**src/verilog/env_gen_pkg.sv**
```systemverilog
// envelope generator package with shared widths, phase encoding and limits

package env_gen_pkg;

    // ##################################################
    // pitch inputs
    // ##################################################

    // frequency number of the operator, top bits feed key scaling
    typedef logic [9:0] fnum_t;

    // octave block of the operator
    typedef logic [2:0] block_t;

    // ##################################################
    // rate path
    // ##################################################

    // requested rate as set for attack, decay and release
    typedef logic [3:0] rate_t;

    // effective rate after key scaling, 0 to 63
    typedef logic [5:0] eff_rate_t;

    // carry count out of the rate accumulator, 0 to 7
    typedef logic [2:0] overflow_t;

    // width of the fractional rate accumulator
    localparam int RATE_ACC_WIDTH = 15;

    // highest effective rate, larger sums are clamped here
    localparam eff_rate_t EFF_RATE_MAX = 6'd63;

    // an attack rate of this value jumps straight to full volume
    localparam rate_t RATE_INSTANT = 4'd15;

    // ##################################################
    // level path
    // ##################################################

    // attenuation in steps, 0 is loudest and 511 is silent
    typedef logic [8:0] env_level_t;

    // sustain level and total level settings
    typedef logic [3:0] sustain_t;
    typedef logic [5:0] total_level_t;

    // full attenuation
    localparam env_level_t ENV_LEVEL_MAX = 9'd511;

    // envelope phases in the order a held key walks through them
    typedef enum logic [1:0] {
        PHASE_ATTACK,
        PHASE_DECAY,
        PHASE_SUSTAIN,
        PHASE_RELEASE
    } env_phase_t;

endpackage
```
**src/verilog/env_gen_top.sv**
```systemverilog
// envelope generator top level for one FM operator
`timescale 1ns/1ps

module env_gen_top import env_gen_pkg::*; #(
    parameter int SUSTAIN_SHIFT = 5
) (
    input  logic         clk,
    input  logic         arst_n,
    input  logic         sample_clk_en,
    input  logic         key_on,
    input  logic         egt,
    input  logic         ksr,
    input  logic         nts,
    input  fnum_t        fnum,
    input  block_t       block,
    input  rate_t        ar,
    input  rate_t        dr,
    input  rate_t        rr,
    input  sustain_t     sl,
    input  total_level_t tl,
    output env_level_t   env_out
);

    env_phase_t phase;
    rate_t      requested_rate;
    logic       attack_instant;
    overflow_t  overflow;
    logic       overflow_valid;
    env_level_t env_level;

    // ##################################################
    // control
    // ##################################################

    env_phase_ctrl #(
        .SUSTAIN_SHIFT(SUSTAIN_SHIFT)
    ) u_env_phase_ctrl (
        .clk            (clk),
        .arst_n         (arst_n),
        .key_on         (key_on),
        .egt            (egt),
        .ar             (ar),
        .dr             (dr),
        .rr             (rr),
        .sl             (sl),
        .env_level      (env_level),
        .phase          (phase),
        .requested_rate (requested_rate),
        .attack_instant (attack_instant)
    );

    // ##################################################
    // datapath, sample tick at +0 gives env_out at +3
    // ##################################################

    env_rate_counter u_env_rate_counter (
        .clk            (clk),
        .arst_n         (arst_n),
        .sample_clk_en  (sample_clk_en),
        .ksr            (ksr),
        .nts            (nts),
        .fnum           (fnum),
        .block          (block),
        .requested_rate (requested_rate),
        .overflow       (overflow),
        .overflow_valid (overflow_valid)
    );

    env_level_acc u_env_level_acc (
        .clk            (clk),
        .arst_n         (arst_n),
        .phase          (phase),
        .overflow       (overflow),
        .overflow_valid (overflow_valid),
        .attack_instant (attack_instant),
        .env_level      (env_level)
    );

    env_output_scale u_env_output_scale (
        .clk       (clk),
        .arst_n    (arst_n),
        .env_level (env_level),
        .tl        (tl),
        .env_out   (env_out)
    );

endmodule

```
**src/verilog/env_output_scale.sv**
```systemverilog
// envelope output stage adding the total level offset with saturation
`timescale 1ns/1ps

module env_output_scale import env_gen_pkg::*; (
    input  logic         clk,
    input  logic         arst_n,
    input  env_level_t   env_level,
    input  total_level_t tl,
    output env_level_t   env_out
);

    // spare bit catches sums above silence
    localparam int SUM_WIDTH = $bits(env_level_t) + 1;

    logic [SUM_WIDTH-1:0] tl_offset;
    logic [SUM_WIDTH-1:0] level_sum;
    env_level_t           level_sat;

    // ##################################################
    // offset and saturation
    // ##################################################

    // each total level step is worth four envelope steps
    assign tl_offset = SUM_WIDTH'({tl, 2'b00});
    assign level_sum = SUM_WIDTH'(env_level) + tl_offset;

    always_comb begin
        if (level_sum > SUM_WIDTH'(ENV_LEVEL_MAX)) begin
            level_sat = ENV_LEVEL_MAX;
        end else begin
            level_sat = level_sum[$bits(env_level_t)-1:0];
        end
    end

    // ##################################################
    // output register
    // ##################################################

    // starts silent to match the level accumulator
    always_ff @(posedge clk or negedge arst_n) begin
        if (!arst_n) begin
            env_out <= ENV_LEVEL_MAX;
        end else begin
            env_out <= level_sat;
        end
    end

endmodule

```
**src/verilog/env_level_acc.sv**
```systemverilog
// envelope level accumulator applying attack curve and linear rise per carry count
`timescale 1ns/1ps

module env_level_acc import env_gen_pkg::*; (
    input  logic       clk,
    input  logic       arst_n,
    input  env_phase_t phase,
    input  overflow_t  overflow,
    input  logic       overflow_valid,
    input  logic       attack_instant,
    output env_level_t env_level
);

    // one extra bit holds the carry out of the rise and the attack step
    localparam int CALC_WIDTH = $bits(env_level_t) + 1;

    logic [CALC_WIDTH-1:0] attack_step;
    logic [CALC_WIDTH-1:0] rise_sum;
    env_level_t            attack_level;
    env_level_t            rise_level;
    env_level_t            next_level;

    // ##################################################
    // attack
    // ##################################################

    // step size scales with the level so the curve is roughly exponential
    // and the largest step is 7 * 64 = 448, well inside the calc width
    assign attack_step = CALC_WIDTH'(overflow)
                       * (CALC_WIDTH'(env_level >> 3) + CALC_WIDTH'(1));

    always_comb begin
        if (attack_instant) begin
            attack_level = '0;
        end else if (attack_step >= CALC_WIDTH'(env_level)) begin
            // floor at full volume
            attack_level = '0;
        end else begin
            attack_level = env_level - attack_step[$bits(env_level_t)-1:0];
        end
    end

    // ##################################################
    // decay and release
    // ##################################################

    assign rise_sum = CALC_WIDTH'(env_level) + CALC_WIDTH'(overflow);

    // clamp at silence
    assign rise_level = (rise_sum > CALC_WIDTH'(ENV_LEVEL_MAX)) ? ENV_LEVEL_MAX
                                                                : rise_sum[8:0];

    always_comb begin
        unique case (phase)
            PHASE_ATTACK:  next_level = attack_level;
            PHASE_DECAY:   next_level = rise_level;
            PHASE_SUSTAIN: next_level = env_level;
            default:       next_level = rise_level;
        endcase
    end

    // the level only moves on a carry strobe from the rate counter
    always_ff @(posedge clk or negedge arst_n) begin
        if (!arst_n) begin
            env_level <= ENV_LEVEL_MAX;
        end else if (overflow_valid) begin
            env_level <= next_level;
        end
    end

endmodule

```
**src/verilog/env_phase_ctrl.sv**
```systemverilog
// envelope phase state machine with key edge detection and rate selection
`timescale 1ns/1ps

module env_phase_ctrl import env_gen_pkg::*; #(
    parameter int SUSTAIN_SHIFT = 5
) (
    input  logic       clk,
    input  logic       arst_n,
    input  logic       key_on,
    input  logic       egt,
    input  rate_t      ar,
    input  rate_t      dr,
    input  rate_t      rr,
    input  sustain_t   sl,
    input  env_level_t env_level,
    output env_phase_t phase,
    output rate_t      requested_rate,
    output logic       attack_instant
);

    logic       key_on_q;
    logic       key_rise;
    logic       key_fall;
    env_level_t sustain_level;
    env_phase_t next_phase;

    // ##################################################
    // key edges
    // ##################################################

    always_ff @(posedge clk or negedge arst_n) begin
        if (!arst_n) begin
            key_on_q <= 1'b0;
        end else begin
            key_on_q <= key_on;
        end
    end

    assign key_rise = key_on & ~key_on_q;
    assign key_fall = ~key_on & key_on_q;

    // the sustain setting is coarse, each step spans 2^SUSTAIN_SHIFT levels
    assign sustain_level = env_level_t'(sl) << SUSTAIN_SHIFT;

    // ##################################################
    // phase state machine
    // ##################################################

    always_comb begin
        next_phase = phase;
        if (key_fall) begin
            // releasing the key overrides whatever phase is running
            next_phase = PHASE_RELEASE;
        end else if (key_rise) begin
            next_phase = PHASE_ATTACK;
        end else begin
            unique case (phase)
                PHASE_ATTACK: begin
                    // attack ends once full volume is reached
                    if (env_level == '0) begin
                        next_phase = PHASE_DECAY;
                    end
                end
                PHASE_DECAY: begin
                    // egt low means the sound decays straight on into release
                    if (env_level >= sustain_level) begin
                        next_phase = egt ? PHASE_SUSTAIN : PHASE_RELEASE;
                    end
                end
                PHASE_SUSTAIN: begin
                    next_phase = PHASE_SUSTAIN;
                end
                default: begin
                    next_phase = PHASE_RELEASE;
                end
            endcase
        end
    end

    // after reset the operator sits silent in release
    always_ff @(posedge clk or negedge arst_n) begin
        if (!arst_n) begin
            phase <= PHASE_RELEASE;
        end else begin
            phase <= next_phase;
        end
    end

    // ##################################################
    // rate selection
    // ##################################################

    always_comb begin
        unique case (phase)
            PHASE_ATTACK:  requested_rate = ar;
            PHASE_DECAY:   requested_rate = dr;
            PHASE_SUSTAIN: requested_rate = '0;
            default:       requested_rate = rr;
        endcase
    end

    // the level accumulator only honours this while in attack
    assign attack_instant = (ar == RATE_INSTANT);

endmodule

```
**src/verilog/env_rate_counter.sv**
```systemverilog
// envelope rate counter turning the requested rate into carry counts per sample
`timescale 1ns/1ps

module env_rate_counter import env_gen_pkg::*; (
    input  logic         clk,
    input  logic         arst_n,
    input  logic         sample_clk_en,
    input  logic         ksr,
    input  logic         nts,
    input  fnum_t        fnum,
    input  block_t       block,
    input  rate_t        requested_rate,
    output overflow_t    overflow,
    output logic         overflow_valid
);

    // the sum needs room for the accumulator plus the carry count above it
    localparam int SUM_WIDTH = RATE_ACC_WIDTH + $bits(overflow_t);

    logic                      fnum_bit;
    logic [3:0]                ks_offset;
    logic [3:0]                ks_scaled;
    logic [6:0]                rate_sum;
    eff_rate_t                 eff_rate;
    logic [SUM_WIDTH-1:0]      rate_step;
    logic [SUM_WIDTH-1:0]      acc_sum;
    logic [RATE_ACC_WIDTH-1:0] rate_acc;

    // ##################################################
    // key scale rate
    // ##################################################

    // keyboard split picks fnum bit 9 or bit 8 as the lowest offset bit
    assign fnum_bit  = nts ? fnum[8] : fnum[9];
    assign ks_offset = {block, fnum_bit};

    // without ksr only the top two block bits contribute
    assign ks_scaled = ksr ? ks_offset : (ks_offset >> 2);

    // offset plus four times the rate can reach 75, so one spare bit
    assign rate_sum = 7'(ks_scaled) + 7'({requested_rate, 2'b00});

    always_ff @(posedge clk or negedge arst_n) begin
        if (!arst_n) begin
            eff_rate <= '0;
        end else if (rate_sum > 7'(EFF_RATE_MAX)) begin
            eff_rate <= EFF_RATE_MAX;
        end else begin
            eff_rate <= rate_sum[5:0];
        end
    end

    // ##################################################
    // fractional accumulator
    // ##################################################

    // mantissa 4 to 7 from the low rate bits, shifted by the upper four
    assign rate_step = SUM_WIDTH'({1'b1, eff_rate[1:0]}) << eff_rate[5:2];
    assign acc_sum   = SUM_WIDTH'(rate_acc) + rate_step;

    // carries and the valid strobe both land one cycle after the sample tick
    always_ff @(posedge clk or negedge arst_n) begin
        if (!arst_n) begin
            rate_acc       <= '0;
            overflow       <= '0;
            overflow_valid <= 1'b0;
        end else begin
            overflow_valid <= sample_clk_en;
            if (sample_clk_en) begin
                if (requested_rate != '0) begin
                    rate_acc <= acc_sum[RATE_ACC_WIDTH-1:0];
                    overflow <= acc_sum[SUM_WIDTH-1:RATE_ACC_WIDTH];
                end else begin
                    // a zero rate freezes the accumulator and reports no carry
                    overflow <= '0;
                end
            end
        end
    end

endmodule

```
**config.mk**
```make
export PLATFORM = sky130hd
export DESIGN_NAME = env_gen_top
export DESIGN_NICKNAME = d
export VERILOG_FILES = /design/src/verilog/env_gen_pkg.sv /design/src/verilog/env_gen_top.sv /design/src/verilog/env_output_scale.sv /design/src/verilog/env_level_acc.sv /design/src/verilog/env_phase_ctrl.sv /design/src/verilog/env_rate_counter.sv
export SDC_FILE = /design/constraint.sdc
export NUM_CORES = 1
export LEC_CHECK = 0
export BUFFER_PORTS_ARGS = -buffer_cell sky130_fd_sc_hd__buf_2
export CORE_UTILIZATION = 55
export CTS_CLUSTER_SIZE = 24
export DETAILED_ROUTE_END_ITERATION = 6
export MAX_ROUTING_LAYER = met4
export PLACE_DENSITY = 0.82
export SKIP_CTS_REPAIR_TIMING = 1
export SYNTH_ARGS = -nofsm -noshare
export SYNTH_HDL_FRONTEND = slang
export SYNTH_SLANG_ARGS = --single-unit
```
**constraint.sdc**
```tcl
create_clock -name clk -period 4.06 [get_ports clk]
set_clock_uncertainty 0.2 [all_clocks]
set_input_delay 0.406 -clock clk [delete_from_list [all_inputs] [get_ports clk]]
set_output_delay 0.406 -clock clk [all_outputs]
set_load 0.02 [all_outputs]
```
# --- After elaboration in Yosys (flattened, before gate mapping) ---
# Cells that the tools add are included.
totals:
  word_cells: 53
  ram_bits: 0
  romBits: 0
  in_bits: 42
  latch_bits: 0
  out_inout_bits: 9
  regBits: 46
  mem_count: 0
op_classes:
  muxes: 16
  reduce_logical: 6
  bitwise: 5
  n_lt_le_gt_ge: 5
  addsub: 6
  div_mod_pow: 0
  multipliers: 1
  n_shift: 1
  eq_ne: 5
op_table:
  columns: ["cell", "count"]
  rows:
  - ["9-bit two-way mux", 4]
  - ["10-bit by 9-bit greater-than comparator with 1-bit output, second input constant", 2]
  - ["15-bit by 18-bit adder with 18-bit output", 1]
  - ["9-bit case mux with 2 select lines", 1]
  - ["3-bit by 4-bit << shifter with 18-bit output", 1]
  - ["4-bit case mux with 3 select lines", 1]
  - ["9-bit by 3-bit adder with 10-bit output", 1]
  - ["9-bit by 8-bit adder with 10-bit output", 1]
  - ["10-bit by 9-bit >= comparator with 1-bit output", 1]
  - ["3-bit by 10-bit multiplier with 10-bit output", 1]
  - ["9-bit >= comparator", 1]
  - ["9-bit logical NOT", 1]
  - ["9-bit subtractor", 1]
  - ["2-bit two-way mux", 4]
  - ["4-bit by 6-bit adder with 7-bit output", 1]
  - ["6-bit by 1-bit adder with 7-bit output, second input constant", 1]
  - ["7-bit by 6-bit greater-than comparator with 1-bit output, second input constant", 1]
  - ["6-bit two-way mux", 1]
  - ["2-bit case mux with 3 select lines", 1]
  - ["2-bit AND reduction", 3]
  - ["4-bit equality test, second input constant", 1]
  - ["4-bit two-way mux", 1]
  - ["4-bit by 1-bit != test with 1-bit output, second input constant", 1]
  - ["4-bit != test, second input constant", 1]
  - ["8 further kinds", 12]

# --- Depth between registers and ports, before layout ---
# Gate-level depths: netlist (run 1).
depth:
  depth_word: 6
  ltp_mapped: 21
  ltp_nobuf: 21

# --- By module ---
# A second synthesis (run 1) with hierarchy kept.
hier_totals:
  cells_unflattened: 575
  hier_area_um2: 4942.2
modules_own_cells:
  columns: ["mod", "n_inst", "seq_area_each_um2", "area_per_inst_um2", "cells_each"]
  rows:
  - ["env_rate_counter", 1, 625.6, 2184.6, 251]
  - ["env_level_acc", 1, 236.5, 1806.7, 227]
  - ["env_output_scale", 1, 236.5, 533.0, 47]
  - ["env_phase_ctrl", 1, 77.6, 417.9, 50]

# --- Least setup slack after synthesis (run 1) ---
# Ideal clock, no wire load.
synth_timing:
  kind: "register to register"
  from: "register u_env_level_acc.env_level[5]"
  to: "register u_env_level_acc.env_level[5]"
  path_buffers: 1
  required_ns: 3.783
  setup_slack_ns: -0.333
  setup_time_ns: 0.077
  stages_incl_launch_ff: 18
  arrival_ns: 4.115
  period_less_slack_ns: 4.393
  path_cell_list: "dfstp_2 -> clkbuf_1 -> nand3_1 -> xnor2_1 -> nand2_1 -> fa_1 -> inv_1 -> ha_1 -> a211oi_1 -> o21bai_1 -> a21oi_1 -> xnor2_1 -> ha_1 -> a21o_1 -> a21oi_1 -> o211ai_2 -> or3b_1 -> a31oi_1"
synth_via:
  elab_chain_len: 6
  word_cells_on_any_way: 10
  cone_classes: "add/sub: 3; mul: 1; order compare: 2; mux: 4"
synth_rtl:
  columns: ["element", "line_no", "rtl"]
  rows:
  - ["start: declaration", "env_level_acc.sv:11", "output env_level_t env_level"]
  - ["start signal: assignment", "env_level_acc.sv:67", "env_level <= next_level;"]
  - ["6-bit by 1-bit adder with 7-bit output", "env_level_acc.sv:30", "* (CALC_WIDTH'(env_level >> 3) + CALC_WIDTH'(1));"]
  - ["3-bit by 10-bit multiplier with 10-bit output", "env_level_acc.sv:30", null]
  - ["9-bit subtractor / 10-bit by 9-bit >= comparator with 1-bit output (equally long branches)", "env_level_acc.sv:39, env_level_acc.sv:35", null]
  - ["9-bit two-way mux", "env_level_acc.sv:35", "end else if (attack_step >= CALC_WIDTH'(env_level)) begin"]
  - ["9-bit two-way mux", "env_level_acc.sv:33", "if (attack_instant) begin"]
  - ["9-bit case mux with 2 select lines *", "env_level_acc.sv:54", "unique case (phase)"]
# Every way passes the cells marked *; elsewhere a longest branch is shown, timed or not.
# A chain may end at the register's enable or synchronous reset.

# --- Worst setup path in the final report (run 1) ---
layout_timing:
  from: "register u_env_level_acc.env_level[3]"
  to: "register u_env_level_acc.env_level[5]"
# The elaborated chain is that of the path after synthesis.

==> run summary, run 1 <==
STA
-----------------------------------------------------------------------------------------------
Final worst path period share ....................................................         106%
Hold WS ..........................................................................    0.0348 ns
Worst Tran Pin Value .............................................................      1.04 ns
Fmax .............................................................................      233 MHz
Time the worst path needs with I/O delays and setup ..............................      4.29 ns
Final Max Slew Viols .............................................................            0
Worst path setup slack after routing .............................................    -0.231 ns
Headroom to the max-slew limit ...................................................        30.7%
Finish-stage setup viols .........................................................            9
Unrepaired setup endpoints after global routing ..................................         true
Endpoints failing hold ...........................................................            0

FLOORPLANNING
-----------------------------------------------------------------------------------------------
Die width ........................................................................      94.0 um
Count of pins on the block boundary ..............................................           51
Cell row count ...................................................................           33
Die area .........................................................................   8830 sq um
Chip height ......................................................................      94.0 um
Floorplan Core Area ..............................................................   8220 sq um
Initial standard-cell utilization of the core ....................................        56.6%

LOGIC SYNTHESIS
-----------------------------------------------------------------------------------------------
Mapped cell area .................................................................   4650 sq um
Largest cells by area after synthesis ............................................ ha_1, dfrtp_1, dfstp_2, nand2_1, fa_1
Net Count, Synth .................................................................          673
Count of flip-flops with a built-in enable after synthesis .......................            0
Mux cell area share after synthesis ..............................................        1.96%
Fraction of the mapped netlist area in adder cells ...............................        20.6%
Post-Syn Instances ...............................................................          561
Most area-hungry cell type in the Yosys netlist ..................................         ha_1
Largest family of logic cells by synthesized area ................................ compound AO/OA/AOI/OAI gates
Fraction of the mapped netlist area in compound gates ............................        22.3%
Post-synth ARST share ............................................................         100%
Warning count from the yosys run .................................................            0
Yosys top cell area share ........................................................        15.9%
Xor and xnor area share after synthesis ..........................................        4.70%
Average size of a mapped cell ....................................................   8.30 sq um
Primary flip-flop cell chosen by synthesis mapping ...............................      dfrtp_1
Sequential element share of the synthesized area .................................        25.3%
Synthesized-area fraction occupied by and/or/nand/nor cells ......................        19.3%
Unique masters post-synth ........................................................           63
Register bit total from synthesis ................................................           46

OUTCOME
-----------------------------------------------------------------------------------------------
Violations in the final reports .................................................. setup timing
Outcome .......................................................................... finished with violations

ROUTING
-----------------------------------------------------------------------------------------------
Wire length reported by the detailed router ......................................      11.6 mm
Total via count in the routed design .............................................        4,363
Routed wirelength normalized by instance count ...................................      15.7 um
DR DRC count .....................................................................            0
First drt pass iteration count ...................................................            7
Iter 0 DRT Violations ............................................................          199
Post-route antenna net violation count ...........................................            0
Average vias per placed instance .................................................         5.93

PLACED DESIGN
-----------------------------------------------------------------------------------------------
RD Place Congestion ..............................................................        0.944
DP HPWL ..........................................................................      8.96 mm
Post-placement worst setup slack .................................................    -0.272 ns
Input/output buffers .............................................................           42

CLOCK NETWORK
-----------------------------------------------------------------------------------------------
Sinks on the clock net ...........................................................           46
Max H-tree Level .................................................................            2
Insertion delay of the later-clocked pin in the worst-skew pair ..................      0.31 ns
Clock root cell ..................................................................     clkbuf_8
Clock buffer count from CTS ......................................................            5
Maximum root-to-sink buffer count ................................................            2
CTS tree .........................................................................        built
Clock input transition at the sequential cells of the worst setup and hold paths .      0.09 ns

RUN
-----------------------------------------------------------------------------------------------
Max-Cap Viols ....................................................................            0

GLOBAL ROUTING
-----------------------------------------------------------------------------------------------
Total global-route track usage ...................................................        27.8%
Antenna violations before repair .................................................            0
Global-route wire length before repair ...........................................      18.9 mm
Number of global-route vias before repair ........................................        4,309
Maximum number of pins on one net before global-route repair .....................           47
Total congestion overflow after global routing ...................................            0

PWR
-----------------------------------------------------------------------------------------------
Internal Power ...................................................................      2070 uW
Logic pwr share ..................................................................        65.3%
Switch share .....................................................................        46.3%
Power per cell area ..............................................................  694 nW/um^2
Leakage ..........................................................................   0.00274 uW
NetSw ............................................................................      1790 uW
IR drop worst, VDD ...............................................................     0.343 mV
Fraction of power consumed by sequential logic ...................................        23.9%
Part of the total power dissipated in the clock network ..........................        10.7%
Total power draw .................................................................      3870 uW

FINISH
-----------------------------------------------------------------------------------------------
Filler Cells Inserted ............................................................          654
Number of nets in the finished design ............................................          742
Inserted Diodes ..................................................................            0
Fraction of final layout cells with drive strength greater than 1 ................        23.5%
Leading cell type in the layout, fill and taps excluded ..........................      nand2_1
Final cell utilization of the core ...............................................        67.8%
Most frequent cells in the layout ................................................ nand2_1, ha_1, inv_1
Area Growth Syn to Fin ...........................................................        19.6%

CRITICAL PATH
-----------------------------------------------------------------------------------------------
Arrival time at the worst endpoint ...............................................      4.33 ns
Kind of critical path ............................................................ flip-flop to flip-flop
Required time worst endpoint .....................................................      4.10 ns
Startpoint type of the worst setup path ..........................................    flip-flop
Critical Path Max Stage Delay ....................................................      0.59 ns
Slowest CP cell ..................................................................      dfstp_2
Maximum fanout count along the critical path .....................................            6
Kind of capture point of the worst setup path ....................................    flip-flop
Critical path cell sequence ...................................................... ha_4 > nand3_4 > xnor2_4 > nand2_1 > fa_1 > inv_1 > ha_4 > nor2b_1 > o21ai_1 > nand2b_1 > a21o_1 > a21oi_2 > xnor2_1 > ha_2 > a21oi_2 > o211ai_4 > or3b_1 > a31oi_1

MIN PATH
-----------------------------------------------------------------------------------------------
Kind of path behind the tightest hold check ...................................... input port to flip-flop

-- metrics by stage --
step	instance area [sq um]	TNS, ns	instances
floorplan	4800	-0.0158	561
global placement	5290	-1.01	726
detailed placement	5290	-1.85	726
CTS	5430	-2.20	734
global route	5570	-3.17	736
finish	5570	-1.61	736
-- worst paths after layout --
kind	start	to	slack (ns)	cells after the start
max in group asynchronous	arst_n	u_env_rate_counter.rate_acc[9]	2.94	1
max	u_env_level_acc.env_level[3]	u_env_level_acc.env_level[5]	-0.23	18
max reg2reg	u_env_level_acc.env_level[3]	u_env_level_acc.env_level[5]	-0.23	18
min in group asynchronous	arst_n	u_env_rate_counter.eff_rate[1]	0.07	1
min reg2reg	u_env_rate_counter.rate_acc[9]	u_env_rate_counter.rate_acc[9]	0.30	2
min	key_on	u_env_phase_ctrl.key_on_q	0.03	1
-- worst max-delay path, delay by kind of cell, from the launching register on --
family                     cells  cell delay (ns)
AOI/OAI and AO/OA              6             0.97
xor gates and xnor gates       2             0.33
adders and majority gates      4             1.29
buffers and inverters          1             0.07
DFF                            1             0.59
and+or+nand+nor                5             0.79
-- logic make-up (layout without fill, tap and decap cells) --
kind of cell	Yosys count	count (layout)
adder cells (fa/ha/maj)	70	70
AO/OA/AOI/OAI	155	155
multiplexers	9	9
XOR/XNOR	25	25
flip-flops	46	46
buffers and inverters	66	136
AND/OR/NAND/NOR	190	190
-- sequential cells by signal (all words and copies together), names as in the netlist --
signal	count
u_env_phase_ctrl.phase	2
u_env_rate_counter.overflow	3
u_env_output_scale.env_out	9
u_env_rate_counter.eff_rate	6
u_env_rate_counter.overflow_valid	1
u_env_level_acc.env_level	9
u_env_rate_counter.rate_acc	15
u_env_phase_ctrl.key_on_q	1
-- layout make-up --
| class | instances | area [sq um] | area share, % |
|---|---|---|---|
| Timing Repair Buffer | 77 | 493 | 8.85 |
| Clock buffer | 5 | 68.8 | 1.24 |
| Inverter | 51 | 191 | 3.44 |
| Clock inverter | 3 | 68.8 | 1.24 |
| Sequential cell | 46 | 1180 | 21.1 |
| Multi-Input combinational cell | 449 | 3440 | 61.8 |
| Tap cell | 105 | 131 | 2.36 |
-- cell usage after synthesis, drive strengths merged (5+ instances only) --
| cell type | n |
|---|---|
| nor3 | 11 |
| inv | 51 |
| fa | 11 |
| dfrtp | 26 |
| o21a | 5 |
| ha | 59 |
| nor2 | 37 |
| nand2b | 11 |
| a21o | 17 |
| dfstp | 20 |
| nand3 | 16 |
| xor2 | 11 |
| nor2b | 14 |
| nand2 | 72 |
| nand4 | 7 |
| o211ai | 6 |
| and2 | 8 |
| xnor2 | 14 |
| buf | 7 |
| clkbuf | 8 |
| o21ai | 37 |
| mux2i | 8 |
| a21oi | 41 |
-- power by group through the flow --
| stage | clock network, uW | logic, uW | registers (uW) |
|---|---|---|---|
| floorplan | 0 | 1720 | 905 |
| global placement | 0 | 2260 | 909 |
| detailed placement | 0 | 2370 | 922 |
| CTS | 423 | 2390 | 915 |
| global route | 444 | 2780 | 955 |
| finish | 416 | 2530 | 924 |
-- per-layer routing --
metal,part of all wire (%),global-route usage (%),vias to the layer above
li1,-,-,2113
met1,40,31.6,2101
met2,54,50.8,120
met3,3.9,2.02,29
met4,3.0,10.5,0
met5,0,-,-
Note: power is estimated with default switching activity, not from simulation.
==> inputs of run 2 (changes only) <==
PLACE_DENSITY = 0.77   (was 0.82)
SKIP_LAST_GASP = 1   (was default)
==> run 2 against run 1 <==
Compared with the run above:
- cell count rose by 0.95%
- die area unchanged
- critical path depth rose by 2
- worst setup slack worse by 0.0056 ns
- sequential power fell by 1%
- largest cell class unchanged
- clock power down 34%
- combinational power is essentially flat
- the run still ends with setup timing left
- global-route usage fell by 0.61 points
- critical endpoint unchanged
- routed wire length shrank 3.2%
- power decreased by 4.3%
==> run summary, run 2 (synthesis results as in run 1) <==
OUTCOME
-----------------------------------------------------------------------------------------------
Outcome .......................................................................... finished with violations
Violations in the final reports .................................................. setup timing

GLOBAL ROUTING
-----------------------------------------------------------------------------------------------
Maximum number of pins on one net before global-route repair .....................           47   unchanged
Total global-route track usage ...................................................        27.2%   -0.61 points
Antenna violations before repair .................................................            0   unchanged
Number of global-route vias before repair ........................................        4,114   -4.5%
Total congestion overflow after global routing ...................................            0   unchanged
Global-route wire length before repair ...........................................      18.2 mm   -3.5%

STA
-----------------------------------------------------------------------------------------------
Headroom to the max-slew limit ...................................................        32.6%   +1.9 points
Final Max Slew Viols .............................................................            0   unchanged
Endpoints failing hold ...........................................................            0   unchanged
Worst Tran Pin Value .............................................................      1.01 ns   -0.0286 ns
Worst path setup slack after routing .............................................    -0.236 ns   -0.00565 ns
Finish-stage setup viols .........................................................            9   unchanged
Fmax .............................................................................      233 MHz   -0.13%
Time the worst path needs with I/O delays and setup ..............................      4.30 ns   +0.00565 ns
Unrepaired setup endpoints after global routing ..................................         true
Final worst path period share ....................................................         106%   +0.14 points

FINISH
-----------------------------------------------------------------------------------------------
Biggest registers after layout ................................................... u_env_rate_counter.rate_acc (15), u_env_level_acc.env_level (9), u_env_output_scale.env_out (9)
Area Growth Syn to Fin ...........................................................        17.7%
Leading cell type in the layout, fill and taps excluded ..........................      nand2_1
Flip-flop count of the largest register, all copies and words added ..............           15   unchanged
Number of nets in the finished design ............................................          749   +0.94%
Final design area excluding fillers ..............................................   5480 sq um   -1.6%
Final standard cell count with taps included and fillers excluded ................          743   +0.95%
Most frequent cells in the layout ................................................ nand2_1, ha_1, inv_1
Fraction of final layout cells with drive strength greater than 1 ................        22.7%   -0.73 points
Inserted Diodes ..................................................................            0   unchanged
Largest register by flop count ................................................... u_env_rate_counter.rate_acc

CRITICAL PATH
-----------------------------------------------------------------------------------------------
Cell depth of the worst flop-to-flop path ........................................           20   +2
Number of buffers and inverters on the critical path .............................            1   unchanged
Logic depth of the worst path, buffers included ..................................           20   +2
Beginning of the critical path ................................................... u_env_level_acc.env_level[3]
Critical Path Max Stage Delay ....................................................      0.59 ns   about the same
Endpoint of the most critical setup path ......................................... u_env_level_acc.env_level[5]
Startpoint of the lowest-slack register-to-register path ......................... u_env_level_acc.env_level[3]
Endpoint of the worst register-to-register path .................................. u_env_level_acc.env_level[5]
Category of cells accounting for the largest share of critical-path delay ........  adder cells
Kind of capture point of the worst setup path ....................................    flip-flop
Worst reg2reg setup slack ........................................................     -0.24 ns   about the same
Required time worst endpoint .....................................................      4.07 ns   -0.03 ns
Kind of critical path ............................................................ flip-flop to flip-flop
Slowest CP cell ..................................................................      dfstp_2
Startpoint type of the worst setup path ..........................................    flip-flop
Arrival time at the worst endpoint ...............................................      4.31 ns   -0.02 ns
Critical path cell sequence ...................................................... ha_4 > nand3_2 > xnor2_2 > nand2_1 > fa_1 > inv_1 > ha_4 > nor2b_1 > o21ai_1 > nand2b_1 > a21o_1 > a21oi_2 > xnor2_1 > ha_2 > nor2_1 > nand4_1 > a21oi_2 > o211ai_4 > or3b_1 > a31oi_1
Maximum fanout count along the critical path .....................................            6   unchanged

ROUTING
-----------------------------------------------------------------------------------------------
Post-route antenna net violation count ...........................................            0   unchanged
Iter 0 DRT Violations ............................................................          144   -28%
Average vias per placed instance .................................................         5.65   -4.7%
First drt pass iteration count ...................................................            4   -3
Total via count in the routed design .............................................        4,196   -3.8%
DR DRC count .....................................................................            0   unchanged
Routed wirelength normalized by instance count ...................................      15.1 um   -4.1%
Wire length reported by the detailed router ......................................      11.2 mm   -3.2%

CLOCK NETWORK
-----------------------------------------------------------------------------------------------
Sinks on the clock net ...........................................................           46   unchanged
Clock root cell ..................................................................     clkbuf_8
CTS tree .........................................................................        built
Insertion delay of the later-clocked pin in the worst-skew pair ..................      0.30 ns   about the same
Clock buffer count from CTS ......................................................            5   unchanged
Max H-tree Level .................................................................            2   unchanged
Clock input transition at the sequential cells of the worst setup and hold paths .      0.08 ns   about the same
Maximum root-to-sink buffer count ................................................            2   unchanged

PLACED DESIGN
-----------------------------------------------------------------------------------------------
Input/output buffers .............................................................           42   unchanged
DP HPWL ..........................................................................      9.00 mm   +0.38%
Count of placed standard cells including taps ....................................          727   +0.14%
Cell Area, Placed ................................................................   5280 sq um   about the same
RD Place Congestion ..............................................................        0.928   -1.7%

FLOORPLANNING
-----------------------------------------------------------------------------------------------
Die area .........................................................................   8830 sq um   unchanged
Count of pins on the block boundary ..............................................           51   unchanged
Floorplan Core Area ..............................................................   8220 sq um   unchanged
Chip height ......................................................................      94.0 um   unchanged
Cell row count ...................................................................           33   unchanged
Die width ........................................................................      94.0 um   unchanged
Initial standard-cell utilization of the core ....................................        56.6%   unchanged

PWR
-----------------------------------------------------------------------------------------------
NetSw ............................................................................      1760 uW   -1.9%
Total power draw .................................................................      3700 uW   -4.3%
Leakage ..........................................................................   0.00271 uW   -1.0%
IR drop worst, VDD ...............................................................     0.376 mV   +9.7%
Fraction of power consumed by sequential logic ...................................        24.7%   +0.8 points
Logic pwr share ..................................................................        67.9%   +2.6 points
Power per cell area ..............................................................  675 nW/um^2   -2.7%
Part of the total power dissipated in the clock network ..........................         7.4%   -3.3 points
Internal Power ...................................................................      1940 uW   -6.3%
Switch share .....................................................................        47.5%   +1.1 points

RUN
-----------------------------------------------------------------------------------------------
Max-Cap Viols ....................................................................            0   unchanged

MIN PATH
-----------------------------------------------------------------------------------------------
Kind of path behind the tightest hold check ...................................... input port to flip-flop

-- run 2: changes by cell type in the layout (fill, tap and decap cells not counted), moves of 2 or more --
cell / delta
buf_6: -2
bufinv_16: -2
buf_4: +10
clkbuf_1: +3
xnor2_4: -2
a21oi_2: -4
xnor2_1: +2
a21oi_1: +4
-- run 2: worst min path at each step --
stage	startpoint	end	cells past startpoint
floorplan	arst_n	u_env_phase_ctrl.key_on_q	0
global placement	u_env_rate_counter.rate_acc[0]	u_env_rate_counter.rate_acc[0]	2
detailed placement	u_env_rate_counter.rate_acc[8]	u_env_rate_counter.rate_acc[8]	2
CTS	key_on	u_env_phase_ctrl.key_on_q	1
global route	key_on	u_env_phase_ctrl.key_on_q	1
finish	key_on	u_env_phase_ctrl.key_on_q	1
-- run 2: final cells by class --
type                    instances  area, sq um
inverters                      51          191
repair buffers                 84          526
clock buffers                   8         80.1
well taps                     105          131
fillers                       657         2740
flip-flops and latches         46         1180
multi-input cells             449         3380
-- run 2: metrics by stage --
step                      setup TNS, ns  hold slack, ns  setup slack (ns)  util, %
after floorplan                 -0.0158         -0.0896           -0.0158        -
after global placement           -0.910           0.269            -0.179     64.3
after detailed placement          -1.60           0.278            -0.288     64.3
after CTS                         -1.92          0.0426            -0.323     65.3
after global routing              -3.44          0.0390            -0.446     66.7
final                             -1.41          0.0516            -0.236     66.7
-- run 2: power by group through the flow --
| stage | Combinational (uW) | Clock (uW) | Sequential [uW] |
|---|---|---|---|
| after floorplan | 1720 | 0 | 905 |
| after global placement | 2270 | 0 | 910 |
| after detailed placement | 2380 | 0 | 921 |
| after CTS | 2400 | 277 | 914 |
| after global routing | 2770 | 300 | 941 |
| final | 2510 | 273 | 915 |
-- run 2: routing by layer --
metal | track usage [%] | part of all wire, % | vias up | wire length (um)
met4 | 8.97 | 2.1 | 0 | 236
met5 | - | 0 | - | 0
met2 | 50.8 | 53 | 64 | 5980
li1 | - | - | 2122 | -
met3 | 2.83 | 2.1 | 21 | 241
met1 | 30.0 | 42 | 1989 | 4760
